File: src/video_pkg.sv
//********************
// Video side types for the colour mixer
// Colour words pack blue high, green middle, red low
// PIXEL_DLY must match the fixed fetch and mix latency
//********************

package video_pkg;

    // Width of one colour component
    localparam int COMP_W = 5;

    // Full colour word holds three components
    localparam int RGB_W = 3 * COMP_W;

    // Layer code widths as delivered by the tile engines
    localparam int L1_W = 5;
    localparam int L2_W = 4;

    // Pixel periods from pixel sampling to colour output
    localparam int PIXEL_DLY = 3;

    // Bits of the high palette byte that reach the colour word
    localparam int HI_BITS = RGB_W - 8;

    // First layer code, bit 4 picks the palette bank
    typedef logic [L1_W-1:0] layer1_pxl_t;

    // Second layer code
    typedef logic [L2_W-1:0] layer2_pxl_t;

    // Packed blue, green, red colour
    typedef logic [RGB_W-1:0] rgb15_t;

    // Single colour component
    typedef logic [COMP_W-1:0] colour_comp_t;

endpackage

File: src/blank_delay.sv
//********************
// Blanking alignment and colour blackout
// DLY counts pxl_cen from blank sampling to LHBL_dly
// DLY must be at least 1 and match the colour latency
//********************

`timescale 1ns/10ps

module blank_delay #(
    parameter int DLY = 3
) (
    input  logic              clk,
    input  logic              rst,
    input  logic              pxl_cen,
    input  logic              LHBL,
    input  logic              LVBL,
    input  video_pkg::rgb15_t colour_in,
    output logic              LHBL_dly,
    output logic              LVBL_dly,
    output video_pkg::rgb15_t colour_out
);

    // Blanking history, stage 0 is the newest sample
    logic [DLY-1:0] hbl_sr;
    logic [DLY-1:0] vbl_sr;

    // Blanking state that goes out with this colour
    logic active;

    // Both blanks high means visible video
    assign active = hbl_sr[DLY-1] & vbl_sr[DLY-1];

    // Shift and output registers
    always_ff @(posedge clk) begin
        if (rst) begin
            // Starts in blanking
            hbl_sr     <= '0;
            vbl_sr     <= '0;
            LHBL_dly   <= 1'b0;
            LVBL_dly   <= 1'b0;
            colour_out <= '0;
        end else if (pxl_cen) begin
            hbl_sr[0] <= LHBL;
            vbl_sr[0] <= LVBL;
            for (int i = 1; i < DLY; i++) begin
                hbl_sr[i] <= hbl_sr[i-1];
                vbl_sr[i] <= vbl_sr[i-1];
            end
            // Outputs change together with the colour
            LHBL_dly <= hbl_sr[DLY-1];
            LVBL_dly <= vbl_sr[DLY-1];
            // Black while either blank is asserted
            colour_out <= active ? colour_in : '0;
        end
    end

endmodule

File: config.mk
export PLATFORM = sky130hd
export DESIGN_NAME = blank_delay
export DESIGN_NICKNAME = d
export VERILOG_FILES = /design/src/video_pkg.sv /design/src/blank_delay.sv
export SDC_FILE = /design/constraint.sdc
export NUM_CORES = 1
export LEC_CHECK = 0
export ABC_AREA = 1
export BUFFER_PORTS_ARGS = -buffer_cell sky130_fd_sc_hd__buf_4
export CAP_MARGIN = 20
export CORE_MARGIN = 5
export CORE_UTILIZATION = 40
export CTS_BUF_LIST = sky130_fd_sc_hd__clkbuf_16
export CTS_CLUSTER_SIZE = 28
export DETAILED_ROUTE_END_ITERATION = 10
export MAX_ROUTING_LAYER = met4
export PLACE_DENSITY = 0.68
export SLEW_MARGIN = 0
export SYNTH_ARGS = -nofsm -noshare
export SYNTH_HDL_FRONTEND = slang
export SYNTH_SLANG_ARGS = --single-unit
File: constraint.sdc
create_clock -name clk -period 1.4 [get_ports clk]
set_clock_uncertainty 0.05 [all_clocks]
set_input_delay 0.21 -clock clk [delete_from_list [all_inputs] [get_ports clk]]
set_output_delay 0.21 -clock clk [all_outputs]
set_load 0.005 [all_outputs]
### After elaboration in Yosys (flattened, before gate mapping)

Index checks and enable logic that the tools add are counted.
Widths: inputs -> output; s select.

* logic and storage cells: 7
* input bits: 20
* bits in registers: 23
* output and inout bits: 17

* muxes and demuxes: 1
* bitwise operators: 1

Operators with widths (number)
* $mux 15: 1
* $and 1x1->1: 1

### Logic depth before layout (Yosys ltp)

* depth in word-level cells: 2
* mapped depth: 6
* gate-level depth less buffers: 4

### Least setup slack after synthesis

Ideal clock, no wire load.

* kind: reg-to-reg
* start: reg vbl_sr[2]
* end: reg colour_out[4]
* library setup time: 65 ps
* period minus slack after synthesis: 951 ps
* path slack: 449 ps
* required time: 1285 ps
* arrival time: 836 ps
* stages on the path, launching flop included: 7
* path buffers: 2
* cell sequence: dfxtp_1 -> buf_2 -> buf_2 -> nand2_1 -> nor2_1 -> nor2_1 -> nor2_1

* longest elaborated chain between the ends: 2

RTL lines
* from (decl): line blank_delay.sv:25 `logic [DLY-1:0] vbl_sr;`
* from (signal, indexed assignment): line blank_delay.sv:47 `vbl_sr[i] <= vbl_sr[i-1];`
* $and 1x1->1: line blank_delay.sv:31 `assign active = hbl_sr[DLY-1] & vbl_sr[DLY-1];`
* $mux 15: line blank_delay.sv:53 `colour_out <= active ? colour_in : '0;`
* to (signal assigned): line blank_delay.sv:53
* to (decl): line blank_delay.sv:20 `output video_pkg::rgb15_t colour_out`

Every way passes these cells.
A chain may end at the register's enable or synchronous reset.

### Worst setup path after layout

* start: reg vbl_sr[2]
* end: reg colour_out[6]

The elaborated chain is that of the path after synthesis.

==> reports/results.ini <==
[placement]
post-place-ws_ps=286
io_buffers=36
gp_congestion=0.741
place_area_um2=1220
hpwl_um=1510

[grt]
grt_use_total_pct=14.1
gr-total-overflow=0
grt_pass1_wl_um=3690
grt_max_degree=25
grt_pass1_vias=911
antenna_found_initial=0

[critical_path]
r2r_slack_ps=340
critPathMaxStageDelay_ps=450
crit_type=reg -> reg
cp-start-kind=register
timing.rr.end=colour_out[6]$_SDFFE_PP0P_
critPathSlowestCell=dfxtp_1
r2r-start=vbl_sr[2]$_SDFFE_PP0P_
reg2regPathDepth=5
cp_max_fo=10
cp-end-kind=register
arrival_ps=1200
path_common_cell=nor2_1
worstPathRequired_ps=1540
cp_cell_sequence=buf_4 -> nand2_1 -> nor2_1 -> nor2_1 -> nor2_1

[synthesis]
yosysTopAreaCell=dfxtp_1
synthCells=146
ys_seq_area_share_pct=48.5
ys_warn_count=0
avgSynthCellArea_um2=6.50
ys_ff_latch=23
synth_edf_count=0
synth-async-reset-ratio_pct=0
syn-cell-area_um2=948
synth_area_leaders=dfxtp_1 49%, nor2_1 28%, nand2_1 7.1%, inv_1 6.7%, o21ai_0 3.2%
synth_common_cells=72 x nor2_1, 23 x dfxtp_1, 18 x nand2_1
synth.distinct_cells=11
synth.top_cell.area_share_pct=48.5
synth_most_common_cell=nor2_1
syn_nets=166
ys.flop_type=dfxtp_1

[timing]
maxSlewHeadroom_pct=80.4
setup_slack_ps=339
fin_tns_setup_ps=0
finalMaxSlewViolations=0
final_hold_viol_count=0
setup_viol=0
worstMarginPinSlew_ps=293
rsz0062_at_grt=no
max_freq_ghz=0.943
layout_min_cycle_time_ps=1060
min_period_over_period_pct=75.8

[floorplan]
core_um2=2230
die_height_um=58.7
chipWidth_um=58.7
ios=37
die_area_um2=3450
std_cell_rows=17
start_util_pct=42.5

[cells_and_area]
finalInstanceArea_um2=1300
syn2layout_area_growth_pct=37.2
antenna_cells=0
nNetsFinal=201
drive_gt1_share_pct=23.3

[clock_network]
htree_levels=1
clockBufferDepth=2
cts_buffers=3
postCtsSetupBuffers=0
holdBufCountCts=0
cts_resized=0
cts_tree=yes
clkTransAtPathRegs_ps=60
cts_root_buffer=clkbuf_16
clkSinkCount=23
insertion_delay_ps=250

[power]
powerDensity_nw_per_um2=1070
ir_worst_vdd_v=0.000699
leakagePower_nw=0.572

[hold_path]
min_to=hbl_sr[0]$_SDFFE_PP0P_
hp-start=LHBL
holdCritPathClass=in -> reg
hold_depth=3

[detailed_routing]
wirelength_um=2120
ant_nets=0
viasPerCell=4.28
route.vias.total=890
drc_errors=0
wl_per_cell_um=10.2
dr.pass1.iters=4
drt_iter0_drc=7

[status]
status=finished clean

[job]
maxCapViolCount=0

cell type report:
class,count,area (µm²)
inverter,17,63.8
timing repair buffer,37,278
multi-input combinational,99,384
clock inverter,1,5.00
tap,28,35.0
fill,207,932
sequential,23,460
clock buffer,3,75.1
cell families after synthesis:
kind of cell	count (synthesis)	share of synthesized area [%]
buffers and inverters	24	10.9
DFF	23	48.5
and+or+nand+nor	91	36.3
AOI/OAI and AO/OA	8	4.22
worst max-delay path: cells and delay by family (launching register included):
family        cells  cell delay [ps]
flops             1              450
buf+inv           1              220
simple gates      4              280
routing by layer:
layer	routed length, µm	GRT usage, %	vias to the layer above	part of all wire (%)
met2	999	25.5	25	47
met1	959	15.4	371	45
met4	12	3.88	0	0.57
li1	-	-	492	-
met3	152	3.07	2	7.2
met5	0	-	-	0
stage by stage:
| stage | total power, W | util [%] | std cells | hold WS (ps) |
|---|---|---|---|---|
| after CTS | 0.00141 | 58.3 | 208 | 136 |
| after detailed placement | 0.000807 | 54.7 | 204 | 399 |
| after floorplan | 0.000750 | - | 146 | 295 |
| final | 0.00140 | 58.3 | 208 | 134 |
| after global placement | 0.000806 | 54.7 | 204 | 385 |
| after global routing | 0.00146 | 58.3 | 208 | 181 |
flip-flops by register name (all words and copies together), names as in the netlist:
name and flops:
hbl_sr 3, vbl_sr 3, LHBL_dly 1, LVBL_dly 1
colour_out 15
how the worst max path moves through the flow:
stage	depth (start not counted)	endpoint	from	slack, ps
after floorplan	6	colour_out[4]$_SDFFE_PP0P_	vbl_sr[2]$_SDFFE_PP0P_	450
after global placement	5	colour_out[11]$_SDFFE_PP0P_	pxl_cen	310
after detailed placement	5	colour_out[9]$_SDFFE_PP0P_	pxl_cen	290
after CTS	5	colour_out[6]$_SDFFE_PP0P_	vbl_sr[2]$_SDFFE_PP0P_	330
after global routing	5	colour_out[6]$_SDFFE_PP0P_	vbl_sr[2]$_SDFFE_PP0P_	170
final	5	colour_out[6]$_SDFFE_PP0P_	vbl_sr[2]$_SDFFE_PP0P_	340
cell usage in the layout (no fill, tap or decap):
master | synthesis | final
buf_4 | 0 | 37
dfxtp_1 | 23 | 23
inv_1 | 17 | 17
nand2_1 | 18 | 18
o21ai_0 | 6 | 6
a21oi_1 | 2 | 2
nor2_1 | 72 | 72
clkinv_2 | 0 | 1
nand2_2 | 1 | 1
clkbuf_16 | 0 | 3
power breakdown:
| part | internal (W) | switching, W | leakage (nW) | total, W |
|---|---|---|---|---|
| clock | 0.000383 | 0.000221 | 0.0409 | 0.000604 |
| combinational | 0.0000550 | 0.0000575 | 0.344 | 0.000112 |
| sequential | 0.000670 | 0.0000105 | 0.187 | 0.000681 |
| total | 0.00111 | 0.000289 | 0.572 | 0.00140 |
Note: power is estimated with default switching activity, not from simulation.
