==> config.mk <==
export PLATFORM = sky130hd
export DESIGN_NAME = colour_fetch
export DESIGN_NICKNAME = d
export VERILOG_FILES = /design/src/video_pkg.sv /design/src/cpu_bus_pkg.sv /design/src/colour_fetch.sv
export SDC_FILE = /design/constraint.sdc
export NUM_CORES = 1
export LEC_CHECK = 0
export BUFFER_PORTS_ARGS = -buffer_cell sky130_fd_sc_hd__clkbuf_2
export CAP_MARGIN = 20
export CORE_MARGIN = 1.5
export CORE_UTILIZATION = 35
export DETAILED_ROUTE_END_ITERATION = 12
export PLACE_DENSITY = 0.64
export SLEW_MARGIN = 10
export SYNTH_ARGS = -nofsm -noshare
export SYNTH_HDL_FRONTEND = slang
export SYNTH_SLANG_ARGS = --single-unit
==> constraint.sdc <==
create_clock -name clk -period 1.48 [get_ports clk]
set_input_delay 0.222 -clock clk [delete_from_list [all_inputs] [get_ports clk]]
set_output_delay 0.222 -clock clk [all_outputs]
set_load 0.01 [all_outputs]
==> src/video_pkg.sv <==
//********************
// Video side types for the colour mixer
// Colour words pack blue high, green middle, red low
// PIXEL_DLY must match the fixed fetch and mix latency
//********************

package video_pkg;

    // Width of one colour component
    localparam int COMP_W = 5;

    // Full colour word holds three components
    localparam int RGB_W = 3 * COMP_W;

    // Layer code widths as delivered by the tile engines
    localparam int L1_W = 5;
    localparam int L2_W = 4;

    // Pixel periods from pixel sampling to colour output
    localparam int PIXEL_DLY = 3;

    // Bits of the high palette byte that reach the colour word
    localparam int HI_BITS = RGB_W - 8;

    // First layer code, bit 4 picks the palette bank
    typedef logic [L1_W-1:0] layer1_pxl_t;

    // Second layer code
    typedef logic [L2_W-1:0] layer2_pxl_t;

    // Packed blue, green, red colour
    typedef logic [RGB_W-1:0] rgb15_t;

    // Single colour component
    typedef logic [COMP_W-1:0] colour_comp_t;

endpackage

==> src/cpu_bus_pkg.sv <==
//********************
// CPU side types for the palette bus
// Palette is byte wide and byte addressed
//********************

package cpu_bus_pkg;

    // Palette address width in bytes
    localparam int PAL_AW = 10;

    // CPU data bus width
    localparam int DATA_W = 8;

    // Number of palette bytes
    localparam int PAL_BYTES = 1 << PAL_AW;

    // Palette byte address
    typedef logic [PAL_AW-1:0] pal_addr_t;

    // One data byte
    typedef logic [DATA_W-1:0] cpu_data_t;

endpackage

==> src/colour_fetch.sv <==
//********************
// Palette fetch for one pixel every two clk
// pxl_cen must be high on every second clk
// Low byte is read first, high byte second
// Colour is valid two pxl_cen after the codes
//********************

`timescale 1ns/10ps

module colour_fetch (
    input  logic                     clk,
    input  logic                     rst,
    input  logic                     pxl_cen,
    input  video_pkg::layer1_pxl_t   gfx1_pxl,
    input  video_pkg::layer2_pxl_t   gfx2_pxl,
    output cpu_bus_pkg::pal_addr_t   vid_addr,
    input  cpu_bus_pkg::cpu_data_t   vid_data,
    output video_pkg::rgb15_t        colour
);

    import video_pkg::*;
    import cpu_bus_pkg::*;

    // Layer codes held for the whole fetch
    layer1_pxl_t gfx1_q;
    layer2_pxl_t gfx2_q;

    // Byte select, low during the cycle after pxl_cen
    logic half;

    // Last two returned bytes, newest at the top
    logic [2*DATA_W-1:0] byte_sr;

    // Assembled word from the two bytes
    rgb15_t colour_word;

    // Code capture once per pixel
    always_ff @(posedge clk) begin
        if (pxl_cen) begin
            gfx1_q <= gfx1_pxl;
            gfx2_q <= gfx2_pxl;
        end
    end

    // Half bit sequencing
    always_ff @(posedge clk) begin
        if (rst) begin
            half <= 1'b0;
        end else if (pxl_cen) begin
            // Next cycle asks for the low byte
            half <= 1'b0;
        end else begin
            // High byte lands in the pxl_cen cycle
            half <= ~half;
        end
    end

    // Bank, layer 2 MSB, half, layer 2 low bits, layer 1 low bits
    assign vid_addr = {gfx1_q[4], gfx2_q[3], half, gfx2_q[2:0], gfx1_q[3:0]};

    // Returned bytes shift in from the top every clk
    always_ff @(posedge clk) begin
        byte_sr <= {vid_data, byte_sr[2*DATA_W-1:DATA_W]};
    end

    // High byte bits 6 to 0 over the full low byte
    assign colour_word = {byte_sr[DATA_W +: HI_BITS], byte_sr[DATA_W-1:0]};

    // Colour register, one word per pixel
    always_ff @(posedge clk) begin
        if (rst) begin
            colour <= '0;
        end else if (pxl_cen) begin
            // Both bytes of the older pixel are in place here
            colour <= colour_word;
        end
    end

endmodule

== After elaboration in Yosys (flattened, before gate mapping) ==
Cells that the tools add are included.

* ROM bits: 0
* Memories kept: 0
* Flip-flop bits (word level): 41
* Bits of input ports: 20
* Output and inout bits: 25
* Bits in latches: 0
* Logic and storage cells: 7
* RAM bits: 0

* Multiplexer cells: 0
* Equal/unequal tests: 0
* Order comparisons: 0
* Div/mod/pow operators: 0
* Add/sub/neg operators: 0
* $mul: 0
* Shift-type cells: 0
* Reduce and logical (&&, ||, !) cells: 1
* Bitwise gates (word level): 1

{| class="wikitable"
|+ Operators with widths
! cell !! number
|-
| $reduce_or 2->1 || 1
|-
| $not 1->1 || 1
|}

== Depth between registers and ports, before layout ==
Gate-level depths: netlist (run 1).

* Word-level depth: 1
* Mapped depth: 4
* Depth with buffers taken out: 2

== Worst setup path after synthesis (run 1) ==
No wires, ideal clock.

* Kind: input to register
* Start point: in pxl_cen
* End point: reg colour[10]
* Setup slack: 681 ps
* Path buffers: 2
* Arrival: 685 ps
* Library setup time: 114 ps
* Stages on the path: 4
* Cells stage by stage: buf_6 -> buf_12 -> mux2i_1 -> nor2_1

{| class="wikitable"
|+ RTL lines
! element !! line !! text
|-
| start, declared || colour_fetch.sv:13 || <nowiki>input logic pxl_cen,</nowiki>
|-
| end signal, assigned || colour_fetch.sv:75 || <nowiki>colour <= colour_word;</nowiki>
|-
| end, declared || colour_fetch.sv:18 || <nowiki>output video_pkg::rgb15_t colour</nowiki>
|}

== Worst setup path after layout (run 1) ==
* Start point: reg gfx1_q[3]
* End point: out vid_addr[3]

{| class="wikitable"
|+ RTL lines
! element !! line !! text
|-
| start, declared || colour_fetch.sv:25 || <nowiki>layer1_pxl_t gfx1_q;</nowiki>
|-
| start signal, assigned || colour_fetch.sv:40 || <nowiki>gfx1_q <= gfx1_pxl;</nowiki>
|-
| end, declared || colour_fetch.sv:16 || <nowiki>output cpu_bus_pkg::pal_addr_t vid_addr,</nowiki>
|}

No word-level cell between the ends.

==> metrics.md, run 1 <==
| Metric | Value |
|---|---|
| Pwr/cell area | 1260 nW/um^2 |
| Distinct cell type count after synthesis | 9 |
| First-pass GRT wire length | 2.94 mm |
| Most common cell after layout, fill and taps aside | clkbuf_2 |
| RSZ-0062 raised after global routing | no |
| Syn Nets | 97 |
| Syn Inst Count | 77 |
| Register bit total from synthesis | 41 |
| Combinational Power Share | 8.6% |
| Internal | 1.54 mW |
| Nets | 152 |
| WP data required | 1.26 ns |
| # IOs | 45 |
| Via count | 734 |
| Worst slew margin | 79.2% |
| Share of layout cells above drive strength 1 | 38.3% |
| Endpoint type of the worst setup path | primary output |
| Post-DR wirelength/cell | 10.3 um |
| Net Sw Frac | 21.7% |
| Max Fclk | 921 MHz |
| Max clock buf depth | 2 |
| Clock Latency Late Sink | 0.34 ns |
| Clock Skew | 0.0110 ns |
| Sequential share of the synthesized area | 77.7% |
| Crit path launch type | flip-flop |
| Max Transition Viols Final | 0 |
| Crit path max fanout | 1 |
| Post-CTS resize count | 0 |
| Most frequent cells in the layout | clkbuf_2 (44), dfxtp_1 (32), mux2i_1 (15), nor2_1 (15), edfxtp_1 (9) |
| Area of the multi-input gates | 211 sq um |
| DR pass1 iterations | 2 |
| Detail Placement HPWL | 1.23 mm |
| Sink Count | 41 |
| Status | complete, no violations |
| Initial Utilization | 37.5% |
| Fin Setup TNS | 0 ns |
| Register-to-Register Path Depth | 2 |
| Clock Tree Root | clkbuf_4 |
| Min cycle time layout | 1.09 ns |
| Register area | 911 sq um |
| Mapped Area | 1170 sq um |
| Port Buffer Count | 44 |
| Placed instance area | 1420 sq um |
| Launch point of the worst path | gfx1_q[3] |
| Layout overhead on the synthesized area | 32.8% |
| Crit path max-delay family | flip-flops |
| Slew @ Worst Pin | 0.312 ns |
| Hold_sp | gfx2_pxl[3] |
| P_sw | 0.426 mW |
| Crit-path max cell delay | 0.39 ns |
| Peak VDD IR | 716 uV |
| Number of cells on the critical path | 1 |
| Number of global-route vias before repair | 688 |
| R2R Setup Slk | 0.84 ns |
| Die Y | 60.9 um |
| Largest net degree at the start of global routing | 26 |
| Critical Path Slowest Stage Cell | edfxtp_1 |
| Initial drt markers | 13 |
| Synth Area per Inst | 15.2 sq um |
| Pleak | 0.736 nW |
| Buf/Inv on CP | 1 |
| N_diodes | 0 |
| Number of CTS-inserted buffers | 5 |
| Synthesis Warnings | 0 |
| Fill cells | 293 |
| RR Startpoint | byte_sr[10] |
| Hold depth | 1 |
| Crit share post-route | 73.4% |
| Post-route cell area | 1560 sq um |
| Antenna-violating nets left | 0 |
| Arrival @ worst endpoint | 0.86 ns |
| Crit-path cells | clkbuf_2 |
| Tot GR Track Use | 11.6% |
| Worst hold path class | in2reg |
| CTS tree | done |
| DIE AREA | 3710 sq um |
| Clock power frac | 28.3% |
| Number of remaining DRC errors | 0 |
| Reg power frac | 63.1% |
| Global route overflow | 0 |
| Vias per cell | 4.15 |
| GP Congestion | 0.580 |
| Placement Rows | 20 |
| H-tree depth | 2 |
| Die width | 60.9 um |
| Core Area | 3130 sq um |
| Initial antenna violation count | 0 |
| Final Routed Wirelength | 1.82 mm |
| Setup CP Type | reg2out |
| Max cap viols | 0 |
| Final hold violation count | 0 |
| Final setup fails | 0 |
| Clock transition at path regs | 0.11 ns |
[routing by layer]
metal / part of all wire [%] / GRT usage [%]
met5: 0 / 0
met4: 3.1 / 10.2
met3: 12 / 5.76
met2: 45 / 18.4
met1: 40 / 11.1
[registers in the layout, indices dropped and copies added (netlist names)]
| signal | count |
|---|---|
| gfx1_q | 5 |
| half | 1 |
| colour | 15 |
| byte_sr | 16 |
| gfx2_q | 4 |
[logic make-up after synthesis]
family | Yosys count | share of synthesized area (%)
and+or+nand+nor | 16 | 5.23
buffers and inverters | 5 | 4.27
muxes | 15 | 12.8
DFF | 41 | 77.7
[final cells by class]
| class | instances | share of cell area [%] |
|---|---|---|
| flip-flops and latches | 41 | 58.5 |
| repair buffers | 53 | 20.6 |
| multi-input cells | 31 | 13.6 |
| clock buffers | 8 | 3.78 |
| well taps | 44 | 3.54 |
[path summary, 6_finish.rpt]
kind                               endpoint
worst max-delay path            vid_addr[3]
worst max register to register   colour[10]
worst min-delay path              gfx2_q[3]
worst min register to register   byte_sr[7]
[power groups by stage]
stage          combinational [mW]  sequential [mW]  clock, mW
3_5_place_dp                0.155             1.26          0
4_1_cts                     0.172             1.24      0.583
5_1_grt                     0.188             1.25      0.633
2_1_floorplan              0.0608             1.28          0
3_3_place_gp                0.152             1.26          0
6_report                    0.168             1.24      0.556
[per-stage QoR]
stage / util [%] / hold WS, ns / cells / total power, mW / setup WS, ns
floorplan: - / 0.250 / 77 / 1.34 / 0.681
CTS: 49.8 / 0.0179 / 177 / 1.99 / 0.358
finish: 49.8 / 0.0427 / 177 / 1.96 / 0.394
global route: 49.8 / 0.0127 / 177 / 2.07 / 0.321
detailed placement: 45.3 / 0.327 / 161 / 1.42 / 0.564
global placement: 45.3 / 0.313 / 161 / 1.41 / 0.578
[what timing repair did]
action                                  CTS  global route
endpoints found under the setup margin    0             0
buffers inserted                          0             0
endpoints found under the hold margin     8             0
hold buffers                              8             0
[Yosys cell counts (all sizes together)]
master / count / area share, %
nor2: 15 / 4.8
clkbuf: 1 / 0.32
mux2i: 15 / 13
buf: 4 / 3.9
dfxtp: 32 / 55
nor3: 1 / 0.43
edfxtp: 9 / 23
[worst register-to-register path, stage by stage, from the launching register on]
cell	delay [ns]
dfxtp_1	0.33
mux2i_1	0.15
nor2_1	0.05
Power figures use the tool's default switching activity.
==> run 2: changes to the inputs <==
--- a/config.mk
+++ b/config.mk
@@ -5,12 +5,13 @@
 export SDC_FILE = /design/constraint.sdc
 export NUM_CORES = 1
 export LEC_CHECK = 0
+export ABC_AREA = 1
 export BUFFER_PORTS_ARGS = -buffer_cell sky130_fd_sc_hd__clkbuf_2
 export CAP_MARGIN = 20
 export CORE_MARGIN = 1.5
 export CORE_UTILIZATION = 35
 export DETAILED_ROUTE_END_ITERATION = 12
-export PLACE_DENSITY = 0.64
+export PLACE_DENSITY = 0.66
 export SLEW_MARGIN = 10
 export SYNTH_ARGS = -nofsm -noshare
 export SYNTH_HDL_FRONTEND = slang
==> constraint.sdc (replaced) <==
create_clock -name clk -period 0.9 [get_ports clk]
set_input_delay 0.135 -clock clk [delete_from_list [all_inputs] [get_ports clk]]
set_output_delay 0.135 -clock clk [all_outputs]
set_load 0.01 [all_outputs]
==> metrics.md, run 2 <==
| Metric | Value |
|---|---|
| Nets | 211 (+39%) |
| Peak VDD IR | 938 uV (+31%) |
| Global route overflow | 0 (unchanged) |
| # IOs | 45 (unchanged) |
| Clock transition at path regs | 0.12 ns (about the same) |
| Clock Tree Root | clkbuf_4 |
| Number of CTS-inserted buffers | 5 (unchanged) |
| Worst hold path class | in2reg |
| Layout overhead on the synthesized area | 51.6% |
| Largest net degree at the start of global routing | 27 (+3.8%) |
| Share of flip-flops with an asynchronous set or reset | 0% (unchanged) |
| Placement Rows | 21 (+5.0%) |
| Crit path max-delay family | flip-flops |
| Post-Layout Cell Count | 238 (+34%) |
| Crit path launch type | flip-flop |
| Syn Nets | 143 (+47%) |
| Arrival @ worst endpoint | 0.88 ns (+0.02 ns) |
| Total power draw | 3.64 mW (+85%) |
| Yosys top cell area share | 51.1% (-3.5 points) |
| Max Fclk | 987 MHz |
| Buf/Inv on CP | 1 (unchanged) |
| RSZ-0062 raised after global routing | yes |
| GP Congestion | 0.683 (+18%) |
| DR pass1 iterations | 3 (+1) |
| Port Buffer Count | 44 (unchanged) |
| Most common cell in the netlist | dfxtp_1 |
| Placed cells | 210 (+30%) |
| Clock Latency Late Sink | 0.35 ns (about the same) |
| Count of flip-flops with a built-in enable after synthesis | 9 (unchanged) |
| Mapped Area | 1250 sq um (+6.8%) |
| Final hold violation count | 0 (unchanged) |
| Synthesis Warnings | 0 (unchanged) |
| Critical Path Slowest Stage Cell | edfxtp_1 |
| Slew @ Worst Pin | 0.253 ns (-0.0594 ns) |
| Synth top cells by count | dfxtp_1 (32), nand2_1 (30), nor2_1 (29), inv_1 (15), edfxtp_1 (9) |
| Crit path max fanout | 1 (unchanged) |
| DIE AREA | 3950 sq um (+6.5%) |
| Setup WS pre-CTS | 0.0869 ns (-0.477 ns) |
| Number of remaining DRC errors | 0 (unchanged) |
| Tot GR Track Use | 12.6% (+0.95 points) |
| N_diodes | 0 (unchanged) |
| Most frequent cells in the layout | nand2_1 (30), nor2_1 (29), clkbuf_2 (27) |
| Share of layout cells above drive strength 1 | 37.5% (-0.85 points) |
| Top flop regs | byte_sr x16, colour x15, gfx1_q x5 |
| Cell taking the most area after synthesis | dfxtp_1 |
| Fill cells | 307 (+4.8%) |
| Final Routed Wirelength | 2.33 mm (+28%) |
| Max clock buf depth | 2 (unchanged) |
| Pleak | 0.939 nW (+28%) |
| Top layer in use | met4 |
| Crit-path cells | clkbuf_2 |
| Placed instance area | 1510 sq um (+6.4%) |
| Detail Placement HPWL | 1.48 mm (+21%) |
| Synth Area per Inst | 10.2 sq um (-33%) |
| Worst slew margin | 83.1% (+3.9 points) |
| DR WL met2 | 1.05 mm (+29%) |
| Vias per cell | 3.94 (-5.0%) |
| Crit share post-route | 113% |
| Core Area | 3390 sq um (+8.4%) |
| Distinct cell type count after synthesis | 10 (+1) |
| Initial antenna violation count | 0 (unchanged) |
| M1 wire length | 1.04 mm (+41%) |
| Final setup fails | 25 (+25) |
| First-pass GRT wire length | 3.78 mm (+29%) |
| Max cap viols | 0 (unchanged) |
| Crit-path max cell delay | 0.39 ns (about the same) |
| Post-route cell area | 1900 sq um (+22%) |
| Max Transition Viols Final | 0 (unchanged) |
| Setup CP Type | reg2out |
| Post-DR wirelength/cell | 9.81 um (-4.7%) |
| Final Worst Setup Slack | -0.113 ns (-0.507 ns) |
| Endpoint type of the worst setup path | primary output |
| Antenna-violating nets left | 0 (unchanged) |
| Pwr/cell area | 1910 nW/um^2 (+52%) |
| Sequential share of the synthesized area | 72.7% (-5.0 points) |
| Via count | 938 (+28%) |
| Die width | 62.8 um (+3.2%) |
| Initial drt markers | 18 (+5) |
| Most common cell after layout, fill and taps aside | nand2_1 |
| Status | finished, violations left |
| Number of global-route vias before repair | 912 (+33%) |
| Sink Count | 41 (unchanged) |
| WP data required | 0.76 ns (-0.50 ns) |
| Die Y | 62.8 um (+3.2%) |
| Register bit total from synthesis | 41 (unchanged) |
| Synth area leaders | dfxtp_1 (51%), edfxtp_1 (22%), nand2_1 (9.0%), nor2_1 (8.7%), inv_1 (4.5%) |
| Initial Utilization | 37.0% (-0.53 points) |
| Clock Skew | 0.0129 ns (+0.00194 ns) |
| Largest Register | byte_sr |
| Syn Inst Count | 123 (+60%) |
| CTS tree | done |
| Violated checks | setup timing |
| Predominant post-synthesis flop cell | dfxtp_1 |
| Min cycle time layout | 1.01 ns |
| Met3 wire len | 199 um (-7.4%) |
| H-tree depth | 2 (unchanged) |
| Max reg flops | 16 (unchanged) |
run 2: changes by cell type in the layout (fill, tap and decap cells not counted), sizes merged, moves of 10 or more:
cell         delta
nor2           +15
mux2i          -15
inv            +16
dlygate4sd3    +10
buf            +20
nand2          +30
clkbuf         -19
run 2: timing repair:
item / 4_1_cts / 5_1_grt
hold buffers: 18 / 0
setup endpoints to repair: 25 / 25
setup buffers: 1 / 1
gates resized for setup: 16 / 33
hold endpoints to repair: 18 / 0
run 2: layout make-up:
| class | count | area [sq um] | share of cell area (%) |
|---|---|---|---|
| clock inverters | 2 | 33.8 | 1.78 |
| well taps | 46 | 57.6 | 3.03 |
| inverters | 16 | 60.1 | 3.16 |
| flip-flops and latches | 41 | 931 | 49.0 |
| clock buffers | 6 | 41.3 | 2.17 |
| multi-input cells | 61 | 233 | 12.3 |
| repair buffers | 66 | 543 | 28.6 |
run 2: stage by stage:
| step | utilization [%] | hold WS [ns] | setup TNS, ns |
|---|---|---|---|
| final | 56.0 | 0.105 | -1.49 |
| after global routing | 56.0 | 0.116 | -2.39 |
| after CTS | 52.9 | 0.105 | -1.97 |
| after detailed placement | 44.5 | 0.239 | 0 |
| after global placement | 44.5 | 0.238 | 0 |
| after floorplan | - | 0.163 | 0 |
run 2: path summary, 6_finish.rpt:
| kind | cells past startpoint | slack, ns | startpoint | endpoint |
|---|---|---|---|---|
| max | 1 | -0.11 | gfx2_q[0] | vid_addr[4] |
| min | 1 | 0.11 | pxl_cen | gfx2_q[3] |
| max reg2reg | 3 | 0.19 | colour[12] | colour[12] |
| min reg2reg | 0 | 0.34 | byte_sr[15] | byte_sr[7] |
run 2: layer usage:
metal | global-route usage (%) | vias to the layer above
li1 | - | 496
met1 | 14.9 | 394
met2 | 20.2 | 42
met3 | 4.32 | 6
met4 | 6.67 | 0
met5 | 0 | -
run 2: cells by family (layout without fill, tap and decap cells):
kind of cell,after synthesis,count (layout),synth area share [%]
buffers and inverters,21,90,8.69
DFF,41,41,72.7
and+or+nand+nor,61,61,18.6
run 2: power breakdown:
part | total (mW) | leakage [nW] | switching, mW | internal [mW]
Sequential | 2.07 | 0.361 | 0.0563 | 2.01
Clock | 1.14 | 0.0399 | 0.565 | 0.578
Combinational | 0.425 | 0.538 | 0.180 | 0.245
Total | 3.64 | 0.939 | 0.802 | 2.83
